==> src/source/hostEmuPkg.sv <==
/*
  shared constants and encodings for the host emulator
  record offsets count 32-bit beats from the start of a record
  the buffer holds the reduced frame only, header words included
*/
`default_nettype none

package hostEmuPkg;

  ////////////////////
  // sizes
  ////////////////////
  localparam int DataWidth       = 32;
  localparam int BufferDepth     = 128;
  localparam int BufferAddrWidth = $clog2(BufferDepth);
  localparam int CountWidth      = 10;   // beat and word counters

  ////////////////////
  // record layout
  ////////////////////
  localparam logic [CountWidth-1:0] HeaderWords      = 10'd4;  // also first record start
  localparam logic [CountWidth-1:0] CsrCountOffset   = 10'd9;  // low 16 bits hold the count
  localparam logic [CountWidth-1:0] RegEnableOffset  = 10'd10; // bit 8 gpr, bit 0 fpr
  localparam logic [CountWidth-1:0] BaseRecordLength = 10'd12;
  localparam logic [CountWidth-1:0] CsrExtraLength   = 10'd13;
  localparam logic [CountWidth-1:0] RegExtraLength   = 10'd2;

  // value put in record word 4 on the way back
  localparam logic [DataWidth-1:0] InterPacketDelay = 32'd1;

  // every (LossInterval+1)-th frame is dropped
  localparam logic [CountWidth-1:0] LossInterval = 10'd3;

  ////////////////////
  // encodings
  ////////////////////
  typedef enum logic [1:0] {opSkip, opKeep, opZero, opDelay} storeOp;

  typedef enum logic [1:0] {
    recvIdle,
    recvCapture,
    recvCaptureDone,
    recvDone
  } recvState;

  typedef enum logic [1:0] {sendReady, sendWait, sendTrans, sendFinished} sendState;

endpackage

`default_nettype wire

==> src/source/recordParser.sv <==
/*
  decode stage: picks the store action for every input beat
  records must follow the header back to back, each one at least BaseRecordLength
  the inLast beat is a trailer and is never stored
  beats in the cycle right after inLast are ignored
*/
`timescale 1ns/100ps
`default_nettype none

module recordParser (
  input  logic                             clk,
  input  logic                             reset,
  input  logic [hostEmuPkg::DataWidth-1:0] inData,
  input  logic                             inValid,
  input  logic                             inLast,
  output hostEmuPkg::storeOp               beatOp
);

  hostEmuPkg::recvState state;
  hostEmuPkg::recvState nextState;

  logic [hostEmuPkg::CountWidth-1:0] beatCount;    // beats seen in this frame
  logic [hostEmuPkg::CountWidth-1:0] recPtr;       // start beat of current record
  logic [hostEmuPkg::CountWidth-1:0] recOffset;
  logic [hostEmuPkg::CountWidth-1:0] recordLength;
  logic [15:0]                       csrCount;
  logic                              gprEnable;
  logic                              fprEnable;
  logic                              ptrAdvance;
  logic                              beatValid;
  logic                              frameClear;
  logic                              inHeader;

  ////////////////////
  // receive FSM
  ////////////////////
  always_ff @(posedge clk) begin
    if (reset) state <= hostEmuPkg::recvIdle;
    else state <= nextState;
  end

  always_comb begin
    nextState = state;
    case (state)
      hostEmuPkg::recvIdle, hostEmuPkg::recvDone: begin
        if (inValid && inLast) nextState = hostEmuPkg::recvCaptureDone;
        else if (inValid) nextState = hostEmuPkg::recvCapture;
        else nextState = hostEmuPkg::recvIdle;
      end
      hostEmuPkg::recvCapture: begin
        if (inValid && inLast) nextState = hostEmuPkg::recvCaptureDone;
      end
      hostEmuPkg::recvCaptureDone: nextState = hostEmuPkg::recvDone;
      default: nextState = hostEmuPkg::recvIdle;
    endcase
  end

  assign frameClear = state == hostEmuPkg::recvCaptureDone; // one cycle after inLast
  assign beatValid  = inValid && !frameClear;

  always_ff @(posedge clk) begin
    if (reset || frameClear) beatCount <= '0;
    else if (beatValid) beatCount <= beatCount + 1'b1;
  end

  ////////////////////
  // record tracking
  ////////////////////
  // wraps to a large value while still in the header, so no offset matches there
  assign recOffset = beatCount - recPtr;
  assign inHeader  = beatCount < hostEmuPkg::HeaderWords;

  always_ff @(posedge clk) begin
    if (beatValid && recOffset == hostEmuPkg::CsrCountOffset) csrCount <= inData[15:0];
    if (beatValid && recOffset == hostEmuPkg::RegEnableOffset) begin
      gprEnable <= inData[8];
      fprEnable <= inData[0];
    end
  end

  assign recordLength = hostEmuPkg::BaseRecordLength
                      + ((csrCount != 16'd0) ? hostEmuPkg::CsrExtraLength : '0)
                      + ((gprEnable || fprEnable) ? hostEmuPkg::RegExtraLength : '0);

  // pointer moves one cycle after the enable word, once both fields are latched
  always_ff @(posedge clk) begin
    if (reset || frameClear) ptrAdvance <= 1'b0;
    else ptrAdvance <= beatValid && recOffset == hostEmuPkg::RegEnableOffset;
  end

  always_ff @(posedge clk) begin
    if (reset || frameClear) recPtr <= hostEmuPkg::HeaderWords;
    else if (ptrAdvance) recPtr <= recPtr + recordLength;
  end

  // per-beat decision, same cycle as the beat
  always_comb begin
    beatOp = hostEmuPkg::opSkip;
    if (beatValid && !inLast) begin
      if (inHeader) begin
        beatOp = hostEmuPkg::opKeep;
      end else if (recOffset[hostEmuPkg::CountWidth-1:3] == '0) begin
        case (recOffset[2:0])
          3'd0, 3'd1: beatOp = hostEmuPkg::opKeep;   // sequence words
          3'd2, 3'd3: beatOp = hostEmuPkg::opZero;
          3'd4:       beatOp = hostEmuPkg::opDelay;
          default:    beatOp = hostEmuPkg::opSkip;
        endcase
      end
    end
  end

endmodule

`default_nettype wire

==> src/source/frameBuffer.sv <==
/*
  execute stage: stores the reduced frame, one word per cycle
  a frame must store at least one word and no more than BufferDepth
  the buffer is not written again until the sender has finished
*/
`timescale 1ns/100ps
`default_nettype none

module frameBuffer (
  input  logic                              clk,
  input  logic                              reset,
  input  logic [hostEmuPkg::DataWidth-1:0]  inData,
  input  logic                              inValid,
  input  logic                              inLast,
  input  hostEmuPkg::storeOp                beatOp,
  input  logic [hostEmuPkg::CountWidth-1:0] readIndex,
  output logic [hostEmuPkg::DataWidth-1:0]  readData,
  output logic [hostEmuPkg::CountWidth-1:0] lastIndex,
  output logic                              frameReady
);

  logic [hostEmuPkg::DataWidth-1:0]  mem [hostEmuPkg::BufferDepth];
  logic [hostEmuPkg::CountWidth-1:0] writeCount;
  logic [hostEmuPkg::DataWidth-1:0]  writeData;
  logic                              writeEn;
  logic                              frameEnd;

  assign frameEnd = inValid && inLast;
  assign writeEn  = beatOp != hostEmuPkg::opSkip;

  ////////////////////
  // write side
  ////////////////////
  always_comb begin
    case (beatOp)
      hostEmuPkg::opZero:  writeData = '0;
      hostEmuPkg::opDelay: writeData = hostEmuPkg::InterPacketDelay;
      default:             writeData = inData;   // header and sequence words
    endcase
  end

  always_ff @(posedge clk) begin
    if (writeEn) mem[writeCount[hostEmuPkg::BufferAddrWidth-1:0]] <= writeData;
  end

  always_ff @(posedge clk) begin
    if (reset || frameEnd) writeCount <= '0;
    else if (writeEn) writeCount <= writeCount + 1'b1;
  end

  // trailer beat is never written, so the count already excludes it
  always_ff @(posedge clk) begin
    if (frameEnd) lastIndex <= writeCount - 1'b1;
  end

  always_ff @(posedge clk) begin
    if (reset) frameReady <= 1'b0;
    else frameReady <= frameEnd;   // one cycle pulse
  end

  ////////////////////
  // read side
  ////////////////////
  assign readData = mem[readIndex[hostEmuPkg::BufferAddrWidth-1:0]];

endmodule

`default_nettype wire

==> src/source/frameSender.sv <==
/*
  result stage: replays the stored frame on the output stream
  outValid never waits on outReady, data and last hold while stalled
  a dropped frame still steps through the buffer, gated by outReady
*/
`timescale 1ns/100ps
`default_nettype none

module frameSender (
  input  logic                              clk,
  input  logic                              reset,
  input  logic                              frameReady,
  input  logic [hostEmuPkg::CountWidth-1:0] lastIndex,
  input  logic [hostEmuPkg::DataWidth-1:0]  readData,
  output logic [hostEmuPkg::CountWidth-1:0] readIndex,
  output logic [hostEmuPkg::DataWidth-1:0]  outData,
  output logic                              outValid,
  output logic                              outLast,
  input  logic                              outReady
);

  hostEmuPkg::sendState state;
  hostEmuPkg::sendState nextState;

  logic [hostEmuPkg::CountWidth-1:0] txCount;    // word being offered
  logic [hostEmuPkg::CountWidth-1:0] lossCount;  // frames since last drop
  logic                              sending;
  logic                              beatTaken;
  logic                              atLast;
  logic                              dropFrame;

  assign sending   = (state == hostEmuPkg::sendTrans) || (state == hostEmuPkg::sendWait);
  assign beatTaken = sending && outReady;
  assign atLast    = txCount == lastIndex;
  assign dropFrame = lossCount == hostEmuPkg::LossInterval;

  ////////////////////
  // send FSM
  ////////////////////
  always_ff @(posedge clk) begin
    if (reset) state <= hostEmuPkg::sendReady;
    else state <= nextState;
  end

  always_comb begin
    nextState = state;
    case (state)
      hostEmuPkg::sendReady: begin
        if (frameReady) nextState = hostEmuPkg::sendTrans;
      end
      hostEmuPkg::sendTrans, hostEmuPkg::sendWait: begin
        if (beatTaken && atLast) nextState = hostEmuPkg::sendFinished;
        else if (beatTaken) nextState = hostEmuPkg::sendTrans;
        else nextState = hostEmuPkg::sendWait;   // sink stalled, hold the beat
      end
      hostEmuPkg::sendFinished: nextState = hostEmuPkg::sendReady;
      default: nextState = hostEmuPkg::sendReady;
    endcase
  end

  always_ff @(posedge clk) begin
    if (reset || state == hostEmuPkg::sendReady) txCount <= '0;
    else if (beatTaken) txCount <= txCount + 1'b1;
  end

  // loss schedule, counted at the end of every frame
  always_ff @(posedge clk) begin
    if (reset) begin
      lossCount <= '0;
    end else if (state == hostEmuPkg::sendFinished) begin
      if (dropFrame) lossCount <= '0;
      else lossCount <= lossCount + 1'b1;
    end
  end

  ////////////////////
  // output stream
  ////////////////////
  assign readIndex = txCount;
  assign outData   = readData;
  assign outValid  = sending && !dropFrame;
  assign outLast   = outValid && atLast;

endmodule

`default_nettype wire

==> src/source/hostEmu.sv <==
/*
  host emulator top: parse, store, send back
  input has no ready, every valid beat is taken
  next input frame may start only after the output frame is done
*/
`timescale 1ns/100ps
`default_nettype none

module hostEmu (
  input  logic                             clk,
  input  logic                             reset,
  input  logic [hostEmuPkg::DataWidth-1:0] inData,
  input  logic                             inValid,
  input  logic                             inLast,
  output logic [hostEmuPkg::DataWidth-1:0] outData,
  output logic                             outValid,
  output logic                             outLast,
  input  logic                             outReady
);

  hostEmuPkg::storeOp                beatOp;
  logic [hostEmuPkg::CountWidth-1:0] readIndex;
  logic [hostEmuPkg::DataWidth-1:0]  readData;
  logic [hostEmuPkg::CountWidth-1:0] lastIndex;
  logic                              frameReady;

  recordParser parser (
    .clk, .reset,
    .inData, .inValid, .inLast,
    .beatOp
  );

  frameBuffer buffer (
    .clk, .reset,
    .inData, .inValid, .inLast,
    .beatOp,
    .readIndex, .readData,
    .lastIndex,
    .frameReady
  );

  // first beat goes out two cycles after inLast
  frameSender sender (
    .clk, .reset,
    .frameReady, .lastIndex,
    .readData, .readIndex,
    .outData, .outValid, .outLast,
    .outReady
  );

endmodule

`default_nettype wire

==> config.mk <==
export PLATFORM = sky130hd
export DESIGN_NAME = hostEmu
export DESIGN_NICKNAME = d
export VERILOG_FILES = /design/src/source/hostEmuPkg.sv /design/src/source/recordParser.sv /design/src/source/frameBuffer.sv /design/src/source/frameSender.sv /design/src/source/hostEmu.sv
export SDC_FILE = /design/constraint.sdc
export NUM_CORES = 2
export LEC_CHECK = 0
export BUFFER_PORTS_ARGS = -buffer_cell sky130_fd_sc_hd__buf_2
export CAP_MARGIN = 15
export CORE_ASPECT_RATIO = 0.8
export CORE_UTILIZATION = 38
export CTS_CLUSTER_DIAMETER = 60
export DETAILED_ROUTE_END_ITERATION = 7
export HOLD_SLACK_MARGIN = 0.03
export PLACE_DENSITY_LB_ADDON = 0.25
export SYNTH_ARGS = -nofsm -noshare
export SYNTH_HDL_FRONTEND = slang
export SYNTH_SLANG_ARGS = --single-unit
==> constraint.sdc <==
create_clock -name clk -period 6.48 [get_ports clk]
set_input_delay 0.648 -clock clk [delete_from_list [all_inputs] [get_ports clk]]
set_output_delay 0.648 -clock clk [all_outputs]
set_load 0.05 [all_outputs]
==> impl_metrics.yaml <==
status:
  outcome: "finished, final reports clean"
worst_setup_path:
  cp_data_arrival_time_ps: 5560
  crit_path_start_kind: "register"
  reg2regPathDepth: 12
  reg2reg_from: "parser.beatCount[0]"
  r2r_setup_slack_ps: 1520
  crit_required_ps: 5830
  critPathMaxFanout: 44
  cp-end-kind: "output port"
  r2r-end: "buffer.mem[43][22]"
  critical_path_class: "register to output port"
clock_tree:
  clock_latency_ps: 1030
  clkTransAtPathRegs_ps: 60
  clk_path_buf_depth: 4
  cts_buffers: 403
  clock_sinks: 4187
  clockRootBuffer: "clkbuf_16"
  h-tree-depth: 5
  cts_tree: "built"
  postCtsSetupBuffers: 0
route:
  totalWireLength_um: 435500
  wl_per_cell_um: 33.57
  vias: 74750
  firstDrtPassIters: 8
  ant_nets: 0
  dr.first_iter.drc_count: 10020
  drc: 0
  vias_per_cell: 5.762
power:
  power_mw: 54.57
  p_seq_share_pct: 54.6
  switching_power_mw: 11.22
  power.density_nw_per_um2: 295.9
  ir_drop_mv: 0.2378
  swShare_pct: 20.56
  pwr-share-comb_pct: 2.4
  p_leak_nw: 54.48
  power_frac_clock_pct: 43.0
  p_int_mw: 43.35
die:
  io-pin-count: 71
  die-area_um2: 424800
  die_w_um: 728.4
  die_h_um: 583.2
  num_rows: 213
  start_util_pct: 38.15
  coreArea_um2: 420500
synth:
  synthMuxAreaShare_pct: 18.87
  synth-simple-area-share_pct: 1.208
  ys_types: 56
  seq_area_frac_synth_pct: 77.98
  synth_cells: 6523
  syn_area_um2: 160400
  ys_async_sr_fraction_pct: 0
  synth_top_family_by_area: "multiplexers"
  synth_seq_cells: 4187
  yosysWarnings: 0
  synth.avg_cell_area_um2: 24.59
  synthAdderAreaFrac_pct: 0.2355
  synth_ff_type: "edfxtp_1"
  synth_edf_count: 4124
  synth_compound_area_share_pct: 0.4469
  yosys.area_share.xor_xnor_pct: 0.3057
  syn_nets: 6589
timing:
  rsz0062_at_grt: "false"
  min_period_over_period_pct: 95.79
  slew_viol_final: 0
  setup_tns_ps: 0
  fin_crit_ps: 6207
  max_freq_mhz: 161.1
  relSlewSlack_pct: 15.83
  tightest_slew_ps: 1263
  fin_skew_ps: 94.51
  hold_violations: 0
  whs_ps: 75.45
  setup_viol: 0
min_path:
  hold_depth: 2
  hp-start: "inData[20]"
  hold_end: "buffer.mem[18][20]"
  hp-class: "input pin to register"
final_layout:
  nets: 7107
  post-route-util_pct: 43.85
  syn2layout_area_growth_pct: 14.96
  final_cells: 12970
  drive_gt1_share_pct: 33.83
place:
  gp_congestion: 0.7990
  io_buffers: 70
  hpwl_um: 253300
  place_inst: 12200
grt:
  antenna_found_initial: 45
  overflow: 0
  grt_pass1_vias: 75100
  gr-usage-all-layers_pct: 20.36
  grt_pass1_wl_um: 606900
  grt_max_degree: 129
flow_run:
  drv_cap: 0
## registers in the layout, summed over array words and instances, names as in the netlist, 2 cells and up, named ones only
register and count:
parser.csrCount 16, parser.recPtr 10, parser.state 2, sender.lossCount 10, buffer.writeCount 10, buffer.mem 4096
sender.state 2, sender.readIndex 10, buffer.lastIndex 10, parser.beatCount 10
## routing by layer
metal  up-vias  GRT usage, %  part of all wire [%]
met5         -             0                0.0071
met4         6         4.700                   2.3
met3       525         3.905                   9.0
met2      3396         30.67                    46
met1     41470         30.82                    43
li1      29360             -                     -
## layout by cell type (no fill, tap or decap), drive strengths merged, types with 4 or more instances in the layout
master	n
dfxtp	63
nand3b	4
dlygate4sd3	18
mux4	1312
clkinvlp	8
inv	44
bufinv	40
and3	8
or4	5
clkbuf	491
a221oi	32
o211ai	4
clkinv	186
ha	27
o21ai	11
nor2b	72
xnor2	24
mux2i	70
nand4	14
xor2	32
diode	7
nor4	12
a21oi	19
nor2	192
nand2	48
edfxtp	4124
nor3	11
nand2b	4
o31ai	5
a21o	6
nand3	17
or3	5
buf	430
## area by class of cell
type                    instances  area [µm²]
flip-flops and latches       4187      125100
diodes                          7       17.52
multi-input cells            1971       35070
inverters                      30       112.6
fillers                     35080      236100
repair buffers                448        4120
clock inverters               248        2400
clock buffers                 491       10580
well taps                    5590        6994
## worst max-delay path: stages (launching register included)
cell      delay (ps)
dfxtp_4          810
buf_12           390
buf_4            440
buf_4            300
mux4_2           510
mux4_2           570
mux2i_1          800
a221oi_2         360
buf_2            330
## how the worst max path moves through the flow
stage,start,to,slack (ps),cells after the start
floorplan,parser.beatCount[0],buffer.mem[0][11],260,12
CTS,register,outData[21],130,8
global route,register,outData[21],110,8
detailed placement,register,outData[21],1190,8
finish,register,outData[21],270,8
global placement,register,outData[10],980,8
## power by group through the flow
stage	registers [mW]	logic [mW]	clock network, mW
6_report	29.8	1.31	23.5
5_1_grt	29.8	1.38	24.8
4_1_cts	29.8	1.32	23.8
3_5_place_dp	30.4	1.31	0
3_3_place_gp	30.3	1.27	0
2_1_floorplan	30.4	0.685	0
## cell families (layout without fill, tap and decap cells)
logic type                 Yosys count  in the layout
xor gates and xnor gates            56             56
muxes                             1384           1384
and+or+nand+nor                    406            406
buffers and inverters              365           1217
adders and majority gates           29             29
AOI/OAI and AO/OA                   96             96
DFF                               4187           4187
other                                0              7
## cells in the mapped netlist, types with 2 or more instances
cell type	number	area [µm²]
xor2_1	32	280.3
nor4_1	12	75.07
inv_1	30	112.6
a21oi_1	19	95.09
nor2_1	192	720.7
or3_1	4	25.02
nand3b_1	4	30.03
nor3b_1	2	15.01
buf_1	14	52.55
nand2b_1	4	25.02
mux2i_1	70	700.7
nor2b_1	72	450.4
edfxtp_1	4124	123800
nand2_1	48	180.2
o21a_1	3	22.52
nor3_1	11	55.05
o31ai_1	4	30.03
or2_2	3	18.77
a31oi_1	2	12.51
nand3_1	17	85.08
a221oi_1	32	280.3
o21ai_0	10	50.05
or4_1	5	37.54
dfxtp_1	63	1261
a21o_1	6	45.04
mux2_2	2	22.52
clkbuf_1	192	720.7
and3_1	8	50.05
ha_1	27	337.8
and4_1	2	17.52
nand4b_1	3	26.28
o211ai_1	4	30.03
fa_1	2	40.04
a211oi_1	3	22.52
nand4_1	14	87.58
mux4_2	1312	29550
xnor2_1	24	210.2
buf_2	129	645.6
## through the flow
stage | worst slack [ps] | instance area [µm²]
after floorplan | 257.3 | 160400
after global placement | 976.6 | 171100
after detailed placement | 1187 | 171200
after CTS | 133.2 | 184300
after global routing | 112.9 | 184400
final | 272.5 | 184400
## repair_timing
item	in CTS	in global routing
hold buffers	18	0
endpoints found under the setup margin	0	1
gates resized for setup	0	1
endpoints found under the hold margin	48	0
No activity file was read; power rests on OpenSTA's default activity.
